$ cat src/pet_pkg.sv
//######################################################################
// Shared definitions for the PET bus controller
// Memory map, phase numbers, bus enums and packed bus structs
//######################################################################
package pet_pkg;

    localparam int ADDR_W   = 17;                       // Bus address incl. host-only bit 16
    localparam int DATA_W   = 8;
    localparam int PHASES   = 16;                       // 16 MHz ticks per 1 MHz CPU cycle
    localparam int PHASE_W  = $clog2(PHASES);
    localparam int KBD_ROWS = 10;

    // Phase numbers within one CPU cycle
    localparam logic [PHASE_W-1:0] PI_FIRST     = 4'd0;
    localparam logic [PHASE_W-1:0] PI_LAST      = 4'd3;   // Host done and capture phase
    localparam logic [PHASE_W-1:0] CPU_FIRST    = 4'd8;   // CPU clock high from here
    localparam logic [PHASE_W-1:0] CPU_WE_FIRST = 4'd12;
    localparam logic [PHASE_W-1:0] CPU_WE_LAST  = 4'd14;
    localparam logic [PHASE_W-1:0] PHASE_LAST   = PHASE_W'(PHASES - 1);

    // PET memory map, 16-bit CPU view
    localparam logic [15:0] VRAM_BASE   = 16'h8000;
    localparam logic [15:0] VRAM_END    = 16'h8FFF;
    localparam logic [15:0] ROM_BASE    = 16'h9000;
    localparam logic [15:0] IO_BASE     = 16'hE800;
    localparam logic [15:0] IO_END      = 16'hE8FF;
    localparam logic [15:0] PIA1_PORTA  = 16'hE810;   // Keyboard row select
    localparam logic [15:0] PIA1_PORTB  = 16'hE812;   // Keyboard column read
    localparam logic [15:0] PIA2_BASE   = 16'hE820;
    localparam logic [15:0] VIA_BASE    = 16'hE840;
    localparam logic [15:0] KBD_PI_BASE = 16'hE800;   // Host writes rows 0..9 here
    localparam logic [15:0] CTL_ADDR    = 16'hE80F;   // Host control register

    typedef enum logic [1:0] {
        OWNER_NONE,
        OWNER_PI,
        OWNER_CPU
    } bus_owner_e;

    typedef enum logic [2:0] {
        REG_RAM,
        REG_VRAM,
        REG_ROM,
        REG_PIA1,
        REG_PIA2,
        REG_VIA,
        REG_IO_OTHER,
        REG_HOLE
    } region_e;

    typedef struct packed {
        region_e region;
        logic    ram_enable;
        logic    io_enable;
        logic    pia1;
        logic    pia2;
        logic    via;
        logic    is_readonly;                       // ROM, CPU writes dropped
        logic    is_mirrored;                       // VRAM, A11/A10 forced low for CPU
    } decode_t;

    typedef struct packed {
        logic [ADDR_W-1:0] addr;
        logic [DATA_W-1:0] wdata;
        logic              rw_n;                    // 1 = read
    } pi_req_t;

    typedef struct packed {
        bus_owner_e owner;
        logic       pi_write_strobe;                // Host phases 1..2
        logic       pi_strobe;                      // Last host phase
        logic       cpu_write_strobe;               // CPU phases 12..14
        logic       cpu_end;                        // Phase 15
    } bus_slot_t;

endpackage
$ cat src/pet_main.sv
//######################################################################
// PET bus controller top level
//######################################################################
`timescale 1ns/1ps

module pet_main import pet_pkg::*; (
    input  logic              clk_16_i,             // 16 MHz main clock
    input  logic              arst_n_i,
    input  logic              pi_valid_i,
    input  pi_req_t           pi_req_i,
    output logic              pi_done_o,
    output logic [DATA_W-1:0] pi_rdata_o,
    output logic              clk_cpu_o,            // 1 MHz CPU clock
    output logic              cpu_res_nao,
    output logic              cpu_ready_o,
    input  logic [15:0]       cpu_addr_i,
    input  logic [DATA_W-1:0] cpu_data_i,
    input  logic              cpu_rw_n_i,
    output logic [DATA_W-1:0] cpu_rdata_o,
    input  logic [DATA_W-1:0] ram_data_i,
    output logic [ADDR_W-1:0] ram_addr_o,
    output logic [DATA_W-1:0] ram_data_o,
    output logic              ram_ce_no,
    output logic              ram_oe_no,
    output logic              ram_we_no,
    output logic              pia1_cs_no,
    output logic              pia2_cs_no,
    output logic              via_cs_no,
    output logic              io_oe_no
);
    bus_slot_t         slot;
    decode_t           dec;
    logic [ADDR_W-1:0] dec_addr;
    logic              kbd_enable;
    logic [DATA_W-1:0] kbd_data;
    logic [1:0]        ctl_rdata;

    bus_timing u_bus_timing (
        .clk_16_i, .arst_n_i, .pi_valid_i,
        .cpu_ready_i (cpu_ready_o),
        .clk_cpu_o,
        .slot_o      (slot)
    );

    address_decoder u_address_decoder (
        .addr_i (dec_addr),
        .dec_o  (dec)
    );

    keyboard_matrix u_keyboard_matrix (
        .clk_16_i, .arst_n_i,
        .slot_i       (slot),
        .pi_req_i, .cpu_addr_i, .cpu_data_i, .cpu_rw_n_i,
        .kbd_enable_o (kbd_enable),
        .kbd_data_o   (kbd_data)
    );

    pi_control u_pi_control (
        .clk_16_i, .arst_n_i,
        .slot_i      (slot),
        .pi_req_i, .cpu_res_nao, .cpu_ready_o,
        .ctl_rdata_o (ctl_rdata)
    );

    bus_mux u_bus_mux (
        .clk_16_i, .arst_n_i,
        .slot_i       (slot),
        .pi_req_i, .pi_done_o, .pi_rdata_o,
        .cpu_addr_i, .cpu_data_i, .cpu_rw_n_i,
        .cpu_ready_i  (cpu_ready_o),
        .dec_i        (dec),
        .kbd_enable_i (kbd_enable),
        .kbd_data_i   (kbd_data),
        .ctl_rdata_i  (ctl_rdata),
        .dec_addr_o   (dec_addr),
        .ram_data_i, .ram_addr_o, .ram_data_o, .ram_ce_no, .ram_oe_no, .ram_we_no,
        .pia1_cs_no, .pia2_cs_no, .via_cs_no, .io_oe_no, .cpu_rdata_o
    );

endmodule

$ cat src/bus_mux.sv
//######################################################################
// Bus owner select, RAM strobes and chip selects
// Host read capture and CPU read return path
//######################################################################
`timescale 1ns/1ps

module bus_mux import pet_pkg::*; (
    input  logic              clk_16_i,
    input  logic              arst_n_i,
    input  bus_slot_t         slot_i,
    input  pi_req_t           pi_req_i,
    output logic              pi_done_o,
    output logic [DATA_W-1:0] pi_rdata_o,
    input  logic [15:0]       cpu_addr_i,
    input  logic [DATA_W-1:0] cpu_data_i,
    input  logic              cpu_rw_n_i,
    input  logic              cpu_ready_i,
    input  decode_t           dec_i,
    input  logic              kbd_enable_i,
    input  logic [DATA_W-1:0] kbd_data_i,
    input  logic [1:0]        ctl_rdata_i,
    output logic [ADDR_W-1:0] dec_addr_o,
    input  logic [DATA_W-1:0] ram_data_i,
    output logic [ADDR_W-1:0] ram_addr_o,
    output logic [DATA_W-1:0] ram_data_o,
    output logic              ram_ce_no,
    output logic              ram_oe_no,
    output logic              ram_we_no,
    output logic              pia1_cs_no,
    output logic              pia2_cs_no,
    output logic              via_cs_no,
    output logic              io_oe_no,
    output logic [DATA_W-1:0] cpu_rdata_o
);
    logic              pi_sel;
    logic              cpu_en;
    logic              rd;
    logic [ADDR_W-1:0] cpu_addr;
    logic [DATA_W-1:0] pi_live;
    logic [DATA_W-1:0] pi_rdata_q;

    assign pi_sel   = (slot_i.owner == OWNER_PI);
    assign cpu_en   = (slot_i.owner == OWNER_CPU) && cpu_ready_i;
    assign cpu_addr = {1'b0, cpu_addr_i};

    assign dec_addr_o = pi_sel ? pi_req_i.addr : cpu_addr;

    // VRAM is 1K mirrored across 8000-8FFF for the CPU only
    always_comb begin
        ram_addr_o = dec_addr_o;
        if (!pi_sel && dec_i.is_mirrored) begin
            ram_addr_o[11:10] = 2'b00;
        end
    end

    assign ram_data_o = pi_sel ? pi_req_i.wdata : cpu_data_i;
    assign rd         = pi_sel ? pi_req_i.rw_n : cpu_rw_n_i;

    assign ram_ce_no = !(dec_i.ram_enable && (pi_sel || cpu_en));
    assign ram_oe_no = !(dec_i.ram_enable && (pi_sel || cpu_en) && rd);
    assign ram_we_no = !(dec_i.ram_enable &&
                         ((pi_sel && !pi_req_i.rw_n && slot_i.pi_write_strobe) ||
                          (cpu_en && !cpu_rw_n_i && slot_i.cpu_write_strobe &&
                           !dec_i.is_readonly)));

    assign pia1_cs_no = !(cpu_en && dec_i.pia1 && !kbd_enable_i);   // PIA1 masked on intercept
    assign pia2_cs_no = !(cpu_en && dec_i.pia2);
    assign via_cs_no  = !(cpu_en && dec_i.via);
    assign io_oe_no   = !(cpu_en && dec_i.io_enable && !kbd_enable_i);

    assign pi_live = (pi_req_i.addr == {1'b0, CTL_ADDR}) ? {6'b0, ctl_rdata_i} : ram_data_i;

    always_ff @(posedge clk_16_i) begin
        if (slot_i.pi_strobe) begin
            pi_rdata_q <= pi_live;                  // Held until the next done
        end
    end

    assign pi_done_o   = slot_i.pi_strobe;
    assign pi_rdata_o  = slot_i.pi_strobe ? pi_live : pi_rdata_q;
    assign cpu_rdata_o = kbd_enable_i ? kbd_data_i : ram_data_i;

    // RAM output stays off during a write pulse and one phase after it
    a_we_oe_turnaround: assert property (@(posedge clk_16_i) disable iff (!arst_n_i)
        !ram_we_no |-> ram_oe_no ##1 ram_oe_no);

endmodule

$ cat src/pi_control.sv
//######################################################################
// Host control register for CPU reset and ready
//######################################################################
`timescale 1ns/1ps

module pi_control import pet_pkg::*; (
    input  logic       clk_16_i,
    input  logic       arst_n_i,
    input  bus_slot_t  slot_i,
    input  pi_req_t    pi_req_i,
    output logic       cpu_res_nao,                 // 0 = CPU held in reset
    output logic       cpu_ready_o,                 // 0 = halt, 1 = run
    output logic [1:0] ctl_rdata_o
);
    logic [1:0] ctl_q;                              // Bit 0 run, bit 1 ready
    logic       ctl_wr;

    assign ctl_wr = slot_i.pi_strobe && !pi_req_i.rw_n &&
                    (pi_req_i.addr == {1'b0, CTL_ADDR});

    always_ff @(posedge clk_16_i or negedge arst_n_i) begin
        if (!arst_n_i) begin
            ctl_q <= 2'b00;                         // CPU in reset and halted
        end else if (ctl_wr) begin
            ctl_q <= pi_req_i.wdata[1:0];
        end
    end

    assign cpu_res_nao = ctl_q[0];
    assign cpu_ready_o = ctl_q[1];
    assign ctl_rdata_o = ctl_q;

endmodule

$ cat src/keyboard_matrix.sv
//######################################################################
// Keyboard matrix filled by the host
// Row select latch and PIA1 port B read intercept
//######################################################################
`timescale 1ns/1ps

module keyboard_matrix import pet_pkg::*; (
    input  logic              clk_16_i,
    input  logic              arst_n_i,
    input  bus_slot_t         slot_i,
    input  pi_req_t           pi_req_i,
    input  logic [15:0]       cpu_addr_i,
    input  logic [DATA_W-1:0] cpu_data_i,
    input  logic              cpu_rw_n_i,
    output logic              kbd_enable_o,         // Replaces PIA1 on the read
    output logic [DATA_W-1:0] kbd_data_o
);
    logic [DATA_W-1:0] rows_q [KBD_ROWS];           // Active low, 0 = key down
    logic [3:0]        row_sel_q;
    logic              pi_row_wr;
    logic              cpu_sel_wr;
    logic              cpu_slot;

    assign cpu_slot  = (slot_i.owner == OWNER_CPU);

    assign pi_row_wr = slot_i.pi_strobe && !pi_req_i.rw_n && !pi_req_i.addr[16] &&
                       (pi_req_i.addr[15:4] == KBD_PI_BASE[15:4]) &&
                       (pi_req_i.addr[3:0] < KBD_ROWS);

    assign cpu_sel_wr = cpu_slot && slot_i.cpu_end && !cpu_rw_n_i &&
                        (cpu_addr_i == PIA1_PORTA);

    always_ff @(posedge clk_16_i or negedge arst_n_i) begin
        if (!arst_n_i) begin
            for (int r = 0; r < KBD_ROWS; r++) begin
                rows_q[r] <= '1;                    // No keys pressed
            end
            row_sel_q <= '0;
        end else begin
            if (pi_row_wr) begin
                rows_q[pi_req_i.addr[3:0]] <= pi_req_i.wdata;
            end
            if (cpu_sel_wr) begin
                row_sel_q <= cpu_data_i[3:0];       // Low nibble picks the row
            end
        end
    end

    assign kbd_enable_o = cpu_slot && cpu_rw_n_i && (cpu_addr_i == PIA1_PORTB);
    assign kbd_data_o   = (row_sel_q < KBD_ROWS) ? rows_q[row_sel_q] : '1;

endmodule

$ cat src/address_decoder.sv
//######################################################################
// PET memory map decode into region and attribute flags
//######################################################################
`timescale 1ns/1ps

module address_decoder import pet_pkg::*; (
    input  logic [ADDR_W-1:0] addr_i,
    output decode_t           dec_o
);
    logic [15:0] a;

    assign a = addr_i[15:0];

    always_comb begin
        dec_o        = '0;
        dec_o.region = REG_HOLE;
        if (addr_i[16]) begin
            dec_o.region     = REG_RAM;             // Upper 64K, host-only RAM
            dec_o.ram_enable = 1'b1;
        end else if (a < VRAM_BASE) begin
            dec_o.region     = REG_RAM;
            dec_o.ram_enable = 1'b1;
        end else if (a <= VRAM_END) begin
            dec_o.region      = REG_VRAM;
            dec_o.ram_enable  = 1'b1;
            dec_o.is_mirrored = 1'b1;
        end else if (a >= IO_BASE && a <= IO_END) begin
            dec_o.io_enable = 1'b1;                 // I/O page, RAM off
            if (a[15:4] == PIA1_PORTA[15:4]) begin
                dec_o.region = REG_PIA1;            // E810-E81F
                dec_o.pia1   = 1'b1;
            end else if (a[15:4] == PIA2_BASE[15:4]) begin
                dec_o.region = REG_PIA2;            // E820-E82F
                dec_o.pia2   = 1'b1;
            end else if (a[15:6] == VIA_BASE[15:6]) begin
                dec_o.region = REG_VIA;             // E840-E87F
                dec_o.via    = 1'b1;
            end else begin
                dec_o.region = REG_IO_OTHER;
            end
        end else if (a >= ROM_BASE) begin
            dec_o.region      = REG_ROM;            // Shadowed ROM lives in RAM
            dec_o.ram_enable  = 1'b1;
            dec_o.is_readonly = 1'b1;
        end
    end

endmodule

$ cat src/bus_timing.sv
//######################################################################
// Phase counter, CPU clock and bus slot ownership
//######################################################################
`timescale 1ns/1ps

module bus_timing import pet_pkg::*; (
    input  logic      clk_16_i,
    input  logic      arst_n_i,
    input  logic      pi_valid_i,                   // Host request pending
    input  logic      cpu_ready_i,
    output logic      clk_cpu_o,                    // 1 MHz CPU clock
    output bus_slot_t slot_o
);
    logic [PHASE_W-1:0] phase_q;
    logic               pi_owned_q;                 // Host takes phases 0..3 this cycle
    logic               cpu_owned_q;                // CPU runs phases 8..15 this cycle
    logic               in_pi_win;
    logic               in_cpu_win;

    always_ff @(posedge clk_16_i or negedge arst_n_i) begin
        if (!arst_n_i) begin
            phase_q     <= '0;
            pi_owned_q  <= 1'b0;
            cpu_owned_q <= 1'b0;
        end else begin
            phase_q <= phase_q + 1'b1;              // Wraps at PHASES
            if (phase_q == PHASE_LAST) begin
                pi_owned_q <= pi_valid_i;           // Sampled on the edge into phase 0
            end
            if (phase_q == CPU_FIRST - 1'b1) begin
                cpu_owned_q <= cpu_ready_i;         // Held for the whole CPU window
            end
        end
    end

    assign in_pi_win  = (phase_q >= PI_FIRST) && (phase_q <= PI_LAST);
    assign in_cpu_win = (phase_q >= CPU_FIRST);
    assign clk_cpu_o  = in_cpu_win;                 // High in phases 8..15

    always_comb begin
        slot_o       = '0;
        slot_o.owner = OWNER_NONE;                  // Phases 4..7 always idle
        if (in_pi_win && pi_owned_q) begin
            slot_o.owner = OWNER_PI;
        end else if (in_cpu_win && cpu_owned_q) begin
            slot_o.owner = OWNER_CPU;
        end
        slot_o.pi_write_strobe  = pi_owned_q && (phase_q > PI_FIRST) && (phase_q < PI_LAST);
        slot_o.pi_strobe        = pi_owned_q && (phase_q == PI_LAST);
        slot_o.cpu_write_strobe = cpu_owned_q && in_cpu_win &&
                                  (phase_q >= CPU_WE_FIRST) && (phase_q <= CPU_WE_LAST);
        slot_o.cpu_end          = (phase_q == PHASE_LAST);
    end

    // Done strobe closes a host window held since phase 0
    a_pi_window_held: assert property (@(posedge clk_16_i) disable iff (!arst_n_i)
        slot_o.pi_strobe |-> $past(slot_o.owner == OWNER_PI, PI_LAST - PI_FIRST));

endmodule

$ cat config.mk
export PLATFORM = sky130hd
export DESIGN_NAME = pet_main
export DESIGN_NICKNAME = d
export VERILOG_FILES = /design/src/pet_pkg.sv /design/src/pet_main.sv /design/src/bus_mux.sv /design/src/pi_control.sv /design/src/keyboard_matrix.sv /design/src/address_decoder.sv /design/src/bus_timing.sv
export SDC_FILE = /design/constraint.sdc
export NUM_CORES = 1
export LEC_CHECK = 0
export BUFFER_PORTS_ARGS = -buffer_cell sky130_fd_sc_hd__buf_2
export CORE_ASPECT_RATIO = 0.5
export CORE_MARGIN = 8
export CORE_UTILIZATION = 50
export CTS_CLUSTER_SIZE = 12
export DETAILED_ROUTE_END_ITERATION = 10
export HOLD_SLACK_MARGIN = 0.12
export PLACE_DENSITY_LB_ADDON = 0.05
export SLEW_MARGIN = 40
export SYNTH_ARGS = -nofsm -noshare
export SYNTH_HDL_FRONTEND = slang
export SYNTH_SLANG_ARGS = --single-unit
export TNS_END_PERCENT = 5
$ cat constraint.sdc
create_clock -name clk_16_i -period 2.3 [get_ports clk_16_i]
set_input_delay 0.23 -clock clk_16_i [delete_from_list [all_inputs] [get_ports clk_16_i]]
set_output_delay 0.23 -clock clk_16_i [all_outputs]
set_load 0.02 [all_outputs]
==> qor.csv, run 1 <==
stage;metric;value;unit
grt;grt_usage;20.34;%
pwr;irDropWorstVdd;0.0002867;V
sta;setup_viol;10;
pwr;p_int;2.784;mW
synth;synthAdderAreaFrac;0.6863;%
route;routedWlPerCell;19.75;um
status;violations;setup timing;
clocking;clk_latency;0.35;ns
pwr;power.share.combinational;10.9;%
setup_path;crit_arrival;2.21;ns
sta;slew_headroom;58.76;%
route;finalWirelength;14.87;mm
sta;finClkSkew;0.009407;ns
sta;fin_crit;2.437;ns
clocking;cts.clk_slew.worst_paths;0.07;ns
worst_hold_path;whs_path_depth;2;
synth;synthTopCellsByCount;nand2_1 (93), dfstp_2 (80), mux2_2 (78), o21ai_0 (26), clkbuf_1 (24);
synth;synth_cells;471;
synth;synth_seq_cells;100;
sta;hold_violations;0;
pwr;share_seq_of_total_power;47.3;%
synth;synthXorXnorAreaFrac;0.3203;%
setup_path;cp_max_fo;7;
placed_design;dp_hpwl;10.93;mm
setup_path;critPathKind;reg2out;
route;vias;4163;
synth;synth_area_leaders;dfstp_2 (38%), mux2_2 (16%), mux4_2 (6.6%), nand2_1 (6.4%), dfrtp_1 (5.5%);
setup_path;cp.required;2.07;ns
synth;yosysMostFrequentCell;nand2_1;
synth;synth_nets;536;
pwr;total_power;3.761;mW
placed_design;io_buffers;113;
finish;drive_above_1_share;62.99;%
floorplanning;rows;27;
flow_run;drv_cap;0;
sta;max_freq;0.4104;GHz
sta;tightest_slew;0.6174;ns
setup_path;start_kind;flip-flop;
pwr;swShare;25.98;%
setup_path;reg2reg_from;u_bus_timing.phase_q[2];
synth;seq_area_frac_synth;46.85;%
sta;whs;0.1433;ns
grt;overflow;0;
route;antenna_left;0;
finish;syn_to_final_growth;28.44;%
floorplanning;die_h;89.96;um
setup_path;worstSetupEndpoint;cpu_rdata_o[0];
placed_design;pre_cts_ws;-0.004698;ns
status;status;finished with violations;
sta;rsz0062_at_grt;yes;
route;detail_route.first_pass.iterations;4;
pwr;power_density;535.4;nW/um^2
setup_path;cp-startpoint;u_keyboard_matrix.row_sel_q[0];
synth;synthDistinctLibCells;51;
synth;yosys.area.top_type;dfstp_2;
sta;fin_crit_sh;105.9;%
grt;grt_max_degree;66;
finish;final_nets;669;
synth;synth_compound_area_share;5.079;%
grt;grt_pass1_wl;23.51;mm
setup_path;ff2ff_path_depth;7;
grt;grt_pass1_vias;4228;
route;vias_per_cell;5.529;
finish;final_area;7024;um^2
setup_path;rr_endpoint;u_keyboard_matrix.rows_q[57];
sta;fin_ws;-0.1368;ns
floorplanning;coreArea;10810;um^2
floorplanning;start_util;50.59;%
clocking;cts_tree;built;
placed_design;gp_congestion;0.8250;
synth;synthFlopType;dfstp_2;
sta;maxSlewViolCount;0;
pwr;power.leakage;3.119;nW
route;drcViolationCount;0;
synth;synthArstFlopShare;92.00;%
pwr;switchingPower;977.0;uW
route;drt_iter0_drc;217;
setup_path;reg2reg_slack;0.33;ns
worst_hold_path;hold_path_class;in2reg;
pwr;clockPowerShare;41.7;%
synth;synth.area.mux_share;26.38;%
synth;yosys.area_share.simple;18.17;%
synth;synth_edf_count;0;
setup_path;cp-end-kind;output pin;
clocking;ctsLongestPathBuffers;2;
floorplanning;fp.dieW;163.9;um
synth;ys_warn_count;0;
floorplanning;dieArea;14740;um^2
grt;grt_antenna_before_repair;0;
synth;synth_top_area_share;38.44;%
sta;tns;-0.8000;ns
clocking;htree_levels;3;
placed_design;place_area;6414;um^2
floorplanning;io_pins;114;
synth;syn-cell-area;5469;um^2
synth;syn_area_per_cell;11.61;um^2
clocking;cts.sink_count;100;
finish;diodes;0;
clocking;cts_buffers;9;
clocking;cts_root_buffer;clkbuf_16;
synth;synth_top_family_by_area;multiplexers;
[cells by family (layout without fill, tap and decap cells)]
kind of cell	after synthesis	in the layout
and+or+nand+nor	172	172
DFF	100	100
muxes	113	113
buffers and inverters	34	171
xor gates and xnor gates	2	2
AOI/OAI and AO/OA	47	47
adders and majority gates	3	3
[sequential cells by signal (all words and copies together) (netlist names)]
name and count:
u_bus_timing.pi_owned_q 1, u_pi_control.ctl_rdata_o 2, u_keyboard_matrix.rows_q 80, u_bus_timing.phase_q 4, u_keyboard_matrix.row_sel_q 4, u_bus_mux.pi_rdata_q 8
u_bus_timing.cpu_owned_q 1
[critical path: stages, from the launching register on]
cell and delay, ns:
dfrtp_2 0.43, clkbuf_16 0.19, buf_12 0.10, mux4_2 0.50, a211oi_2 0.25, buf_4 0.16
o21ai_1 0.07, buf_2 0.17
[final cells by class]
type                    count  area (um^2)
fillers                   859         3786
multi-input cells         337         2917
flip-flops and latches    100         2564
repair buffers            153         1040
clock buffers               9        225.2
well taps                 145        181.4
clock inverters             6        82.58
inverters                   3        15.01
[placed cells by master, fill, tap and decap left out, types with 3 or more instances in the layout]
| cell | netlist | layout |
|---|---|---|
| clkbuf_16 | 0 | 10 |
| nand3b_1 | 3 | 3 |
| nand4_4 | 8 | 8 |
| nand2_1 | 93 | 93 |
| dfrtp_1 | 12 | 11 |
| buf_2 | 2 | 98 |
| nand4_1 | 4 | 4 |
| a211oi_2 | 0 | 9 |
| nor2b_1 | 14 | 10 |
| dfxtp_1 | 8 | 8 |
| nor2_1 | 6 | 6 |
| buf_6 | 1 | 11 |
| nor3_1 | 3 | 3 |
| mux4_2 | 16 | 16 |
| o21ai_2 | 0 | 5 |
| and3_1 | 3 | 3 |
| dfstp_2 | 80 | 80 |
| buf_12 | 0 | 6 |
| mux2i_1 | 8 | 8 |
| o21ai_1 | 2 | 8 |
| nor2b_4 | 0 | 3 |
| mux2_2 | 78 | 78 |
| nand3_1 | 13 | 12 |
| o21ai_0 | 26 | 15 |
| mux2_1 | 11 | 11 |
| buf_4 | 0 | 36 |
[worst min path at each step]
stage               start                          end  slack [ns]
3_3_place_gp     arst_n_i  u_pi_control.ctl_rdata_o[0]        0.19
6_report       pi_valid_i      u_bus_timing.pi_owned_q        0.14
5_1_grt        pi_valid_i      u_bus_timing.pi_owned_q        0.13
3_5_place_dp     arst_n_i  u_pi_control.ctl_rdata_o[0]        0.19
2_1_floorplan    arst_n_i     u_bus_timing.cpu_owned_q       -0.07
4_1_cts        pi_valid_i      u_bus_timing.pi_owned_q        0.13
[per-layer routing]
| layer | vias up | track usage (%) | part of all wire (%) |
|---|---|---|---|
| li1 | 1969 | - | - |
| met1 | 2097 | 29.04 | 48 |
| met2 | 93 | 30.78 | 45 |
| met3 | 4 | 5.414 | 6.6 |
| met4 | 0 | 3.383 | 0.29 |
| met5 | - | 0 | 0 |
[stage by stage]
step | std cells | utilization [%]
6_report | 753 | 64.98
5_1_grt | 753 | 64.98
4_1_cts | 753 | 64.44
3_5_place_dp | 730 | 59.33
3_3_place_gp | 730 | 59.28
2_1_floorplan | 471 | -
[power groups by stage]
| stage | combinational [mW] | sequential [mW] | clock (mW) |
|---|---|---|---|
| 2_1_floorplan | 0.185 | 1.81 | 0 |
| 3_3_place_gp | 0.388 | 1.81 | 0 |
| 3_5_place_dp | 0.391 | 1.81 | 0 |
| 4_1_cts | 0.408 | 1.78 | 1.60 |
| 5_1_grt | 0.449 | 1.78 | 1.68 |
| 6_report | 0.411 | 1.78 | 1.57 |
[timing repair]
| item | 4_1_cts | 5_1_grt |
|---|---|---|
| gates cloned | 1 | 0 |
| setup buffers | 6 | 0 |
| endpoints found under the setup margin | 20 | 22 |
| endpoints found under the hold margin | 16 | 0 |
| hold buffers | 1 | 0 |
| resized for setup | 46 | 22 |
| pin swaps | 15 | 7 |
(Power assumes the default switching activity.)
==> inputs of run 2 (changes only) <==
--- a/config.mk
+++ b/config.mk
@@ -6,13 +6,16 @@
 export NUM_CORES = 1
 export LEC_CHECK = 0
 export BUFFER_PORTS_ARGS = -buffer_cell sky130_fd_sc_hd__buf_2
+export CELL_PAD_IN_SITES_DETAIL_PLACEMENT = 0
+export CELL_PAD_IN_SITES_GLOBAL_PLACEMENT = 1
 export CORE_ASPECT_RATIO = 0.5
 export CORE_MARGIN = 8
-export CORE_UTILIZATION = 50
+export CORE_UTILIZATION = 39
 export CTS_CLUSTER_SIZE = 12
 export DETAILED_ROUTE_END_ITERATION = 10
 export HOLD_SLACK_MARGIN = 0.12
-export PLACE_DENSITY_LB_ADDON = 0.05
+export PLACE_DENSITY_LB_ADDON = 0.1
+export RECOVER_POWER = 25
 export SLEW_MARGIN = 40
 export SYNTH_ARGS = -nofsm -noshare
 export SYNTH_HDL_FRONTEND = slang
==> qor.csv, run 2 (synthesized netlist as in run 1, its figures left out) <==
stage;metric;value;unit;change
grt;grt_pass1_vias;4252;;was 4,228
pwr;swShare;27.36;%;was 25.98%
clocking;cts.clk_slew.worst_paths;0.07;ns;about the same
clocking;cts_buffers;9;;unchanged
finish;largest_reg_flops;80;;unchanged
setup_path;cp_max_fo;4;;was 7
clocking;cts_tree;built;;unchanged
clocking;cts_root_buffer;clkbuf_16;;unchanged
pwr;p_int;2.683;mW;was 2.784 mW
setup_path;critPathTopFamily;simple AND/OR/NAND/NOR gates;;was buffers and inverters
sta;max_freq;0.4166;GHz;was 0.4104 GHz
grt;grt_max_degree;49;;was 66
route;routedWlPerCell;19.38;um;was 19.75 um
finish;top_regs;u_keyboard_matrix.rows_q x80, u_bus_mux.pi_rdata_q x8;;unchanged
floorplanning;coreArea;13630;um^2;was 10,810 um^2
finish;final_area;7111;um^2;was 7024 um^2
sta;tightest_slew;1.145;ns;was 0.6174 ns
setup_path;start_kind;flip-flop;;unchanged
pwr;switchingPower;1.011;mW;was 977.0 uW
sta;rsz0062_at_grt;yes;;unchanged
sta;tns;-0.4018;ns;was -0.8000 ns
setup_path;worst-path-buf-inv;1;;was 4
sta;finClkSkew;0.01012;ns;was 0.009407 ns
sta;slew_headroom;23.64;%;was 58.76%
pwr;power.leakage;3.130;nW;was 3.119 nW
sta;maxSlewViolCount;0;;unchanged
worst_hold_path;hold_path_class;in2reg;;unchanged
status;violations;setup timing;;unchanged
grt;grt_antenna_before_repair;0;;unchanged
grt;grt_usage;17.26;%;was 20.34%
route;drt_iter0_drc;193;;was 217
flow_run;drv_cap;0;;unchanged
floorplanning;dieArea;18300;um^2;was 14,740 um^2
placed_design;place_area;6530;um^2;was 6414 um^2
floorplanning;start_util;40.14;%;was 50.59%
placed_design;io_buffers;113;;unchanged
sta;whs;0.1331;ns;was 0.1433 ns
clocking;ctsLongestPathBuffers;2;;unchanged
grt;overflow;0;;unchanged
finish;multi_input_area;2930;um^2;was 2917 um^2
floorplanning;rows;30;;was 27
finish;regArea;2564;um^2;unchanged
route;antenna_left;0;;unchanged
route;vias_per_cell;5.160;;was 5.529
pwr;power_density;519.4;nW/um^2;was 535.4 nW/um^2
finish;final_cell_mix;buf_2 (100), nand2_1 (93), dfstp_2 (80), mux2_2 (78), buf_4 (30);;was buf_2 (98), nand2_1 (93), dfstp_2 (80), mux2_2 (78), buf_4 (36)
route;vias;4149;;was 4,163
clocking;cts.sink_count;100;;unchanged
placed_design;dp_hpwl;11.61;mm;was 10.93 mm
sta;setup_viol;11;;was 10
finish;final_common_cell;buf_2;;unchanged
finish;max_flop_register;u_keyboard_matrix.rows_q;;unchanged
setup_path;crit_path_max_incr_delay;0.42;ns;was 0.50 ns
pwr;share_seq_of_total_power;48.2;%;was 47.3%
placed_design;gp_congestion;0.7962;;was 0.8250
setup_path;crit_slowest_cell;or3b_4;;was mux4_2
setup_path;crit_arrival;2.17;ns;was 2.21 ns
finish;syn_to_final_growth;30.02;%;was 28.44%
setup_path;cp-end-kind;output pin;;unchanged
sta;fin_crit_sh;104.4;%;was 105.9%
floorplanning;die_h;99.74;um;was 89.96 um
grt;grt_pass1_wl;24.43;mm;was 23.51 mm
pwr;power.share.combinational;11.3;%;was 10.9%
sta;fin_crit;2.401;ns;was 2.437 ns
pwr;clockPowerShare;40.5;%;was 41.7%
setup_path;cp.required;2.07;ns;about the same
status;status;finished with violations;;unchanged
finish;nFillCells;1262;;was 859
floorplanning;io_pins;114;;unchanged
route;drcViolationCount;0;;unchanged
pwr;irDropWorstVdd;0.0003998;V;was 0.0002867 V
clocking;htree_levels;3;;unchanged
floorplanning;fp.dieW;183.5;um;was 163.9 um
route;finalWirelength;15.58;mm;was 14.87 mm
finish;drive_above_1_share;63.24;%;was 62.99%
sta;fin_ws;-0.1005;ns;was -0.1368 ns
finish;final_nets;672;;was 669
sta;hold_violations;0;;unchanged
clocking;clk_latency;0.34;ns;was 0.35 ns
setup_path;critPathKind;reg2out;;unchanged
finish;diodes;0;;unchanged
route;detail_route.first_pass.iterations;6;;was 4
setup_path;cp_cell_sequence;or3b_4 -> or3_4 -> a211o_4 -> nand3b_1 -> buf_6;;was clkbuf_16 -> buf_12 -> mux4_2 -> a211oi_2 -> buf_4 -> o21ai_1 -> buf_2
-- run 2: cell types whose count changed in the layout (fill, tap and decap cells not counted), sizes merged --
cell,delta
clkinv,+3
clkbuf,+4
bufinv,-1
clkinvlp,-1
buf,-1
-- run 2: path summary, 6_finish.rpt --
kind | cells after the start | from | endpoint | slack (ns)
max | 5 | u_bus_timing.phase_q[3] | io_oe_no | -0.10
min | 2 | pi_valid_i | u_bus_timing.pi_owned_q | 0.13
max reg2reg | 6 | u_bus_timing.phase_q[1] | u_keyboard_matrix.row_sel_q[0] | 0.34
min reg2reg | 2 | u_bus_mux.pi_rdata_q[7] | u_bus_mux.pi_rdata_q[7] | 0.47
max in group asynchronous | 3 | arst_n_i | u_keyboard_matrix.rows_q[22] | 0.35
min in group asynchronous | 2 | arst_n_i | u_keyboard_matrix.row_sel_q[0] | 0.65
-- run 2: per-stage QoR --
| step | worst slack, ns | util (%) | instances | total power [mW] |
|---|---|---|---|---|
| 2_1_floorplan | -0.01845 | - | 471 | 1.994 |
| 3_3_place_gp | -0.04797 | 47.89 | 783 | 2.208 |
| 3_5_place_dp | -0.1023 | 47.92 | 783 | 2.211 |
| 4_1_cts | -0.1376 | 51.74 | 803 | 3.748 |
| 5_1_grt | -0.1573 | 52.19 | 804 | 3.848 |
| 6_report | -0.1005 | 52.19 | 804 | 3.693 |
-- run 2: power groups by stage --
stage,logic [mW],registers [mW],clock network [mW]
5_1_grt,0.456,1.78,1.61
2_1_floorplan,0.185,1.81,0
3_3_place_gp,0.400,1.81,0
4_1_cts,0.420,1.78,1.55
6_report,0.416,1.78,1.50
3_5_place_dp,0.401,1.81,0
-- run 2: worst reg2reg max path: cells and delay by family, from the launching register on --
kind	cells	cell delay, ns
adder cells (fa/ha/maj)	1	0.19
buffers and inverters	1	0.21
flip-flops	1	0.39
multiplexers	1	0.37
AND/OR/NAND/NOR	3	0.69
-- run 2: layout make-up --
type                       count  area share (%)
multi-input combinational    337           41.21
sequential                   100           36.05
timing repair buffer         156           14.99
tap                          192           3.378
clock buffer                   9           3.167
clock inverter                 7          0.9854
inverter                       3          0.2112
-- run 2: repair_timing --
item	4_1_cts	5_1_grt
buffers inserted	2	1
pin swaps	16	11
hold endpoints to repair	12	0
hold buffers	1	0
resized for setup	56	19
setup endpoints to repair	21	21
gates cloned	1	0
-- run 2: layer usage --
layer  track usage, %  vias up  part of all wire, %  wire (um)
met5                0        -                    0          0
met1            23.79     2071                   49       7712
met4            3.727        0                 0.72        112
met2            27.22       95                   45       6973
met3            3.892        8                  5.0        785
li1                 -     1975                    -          -
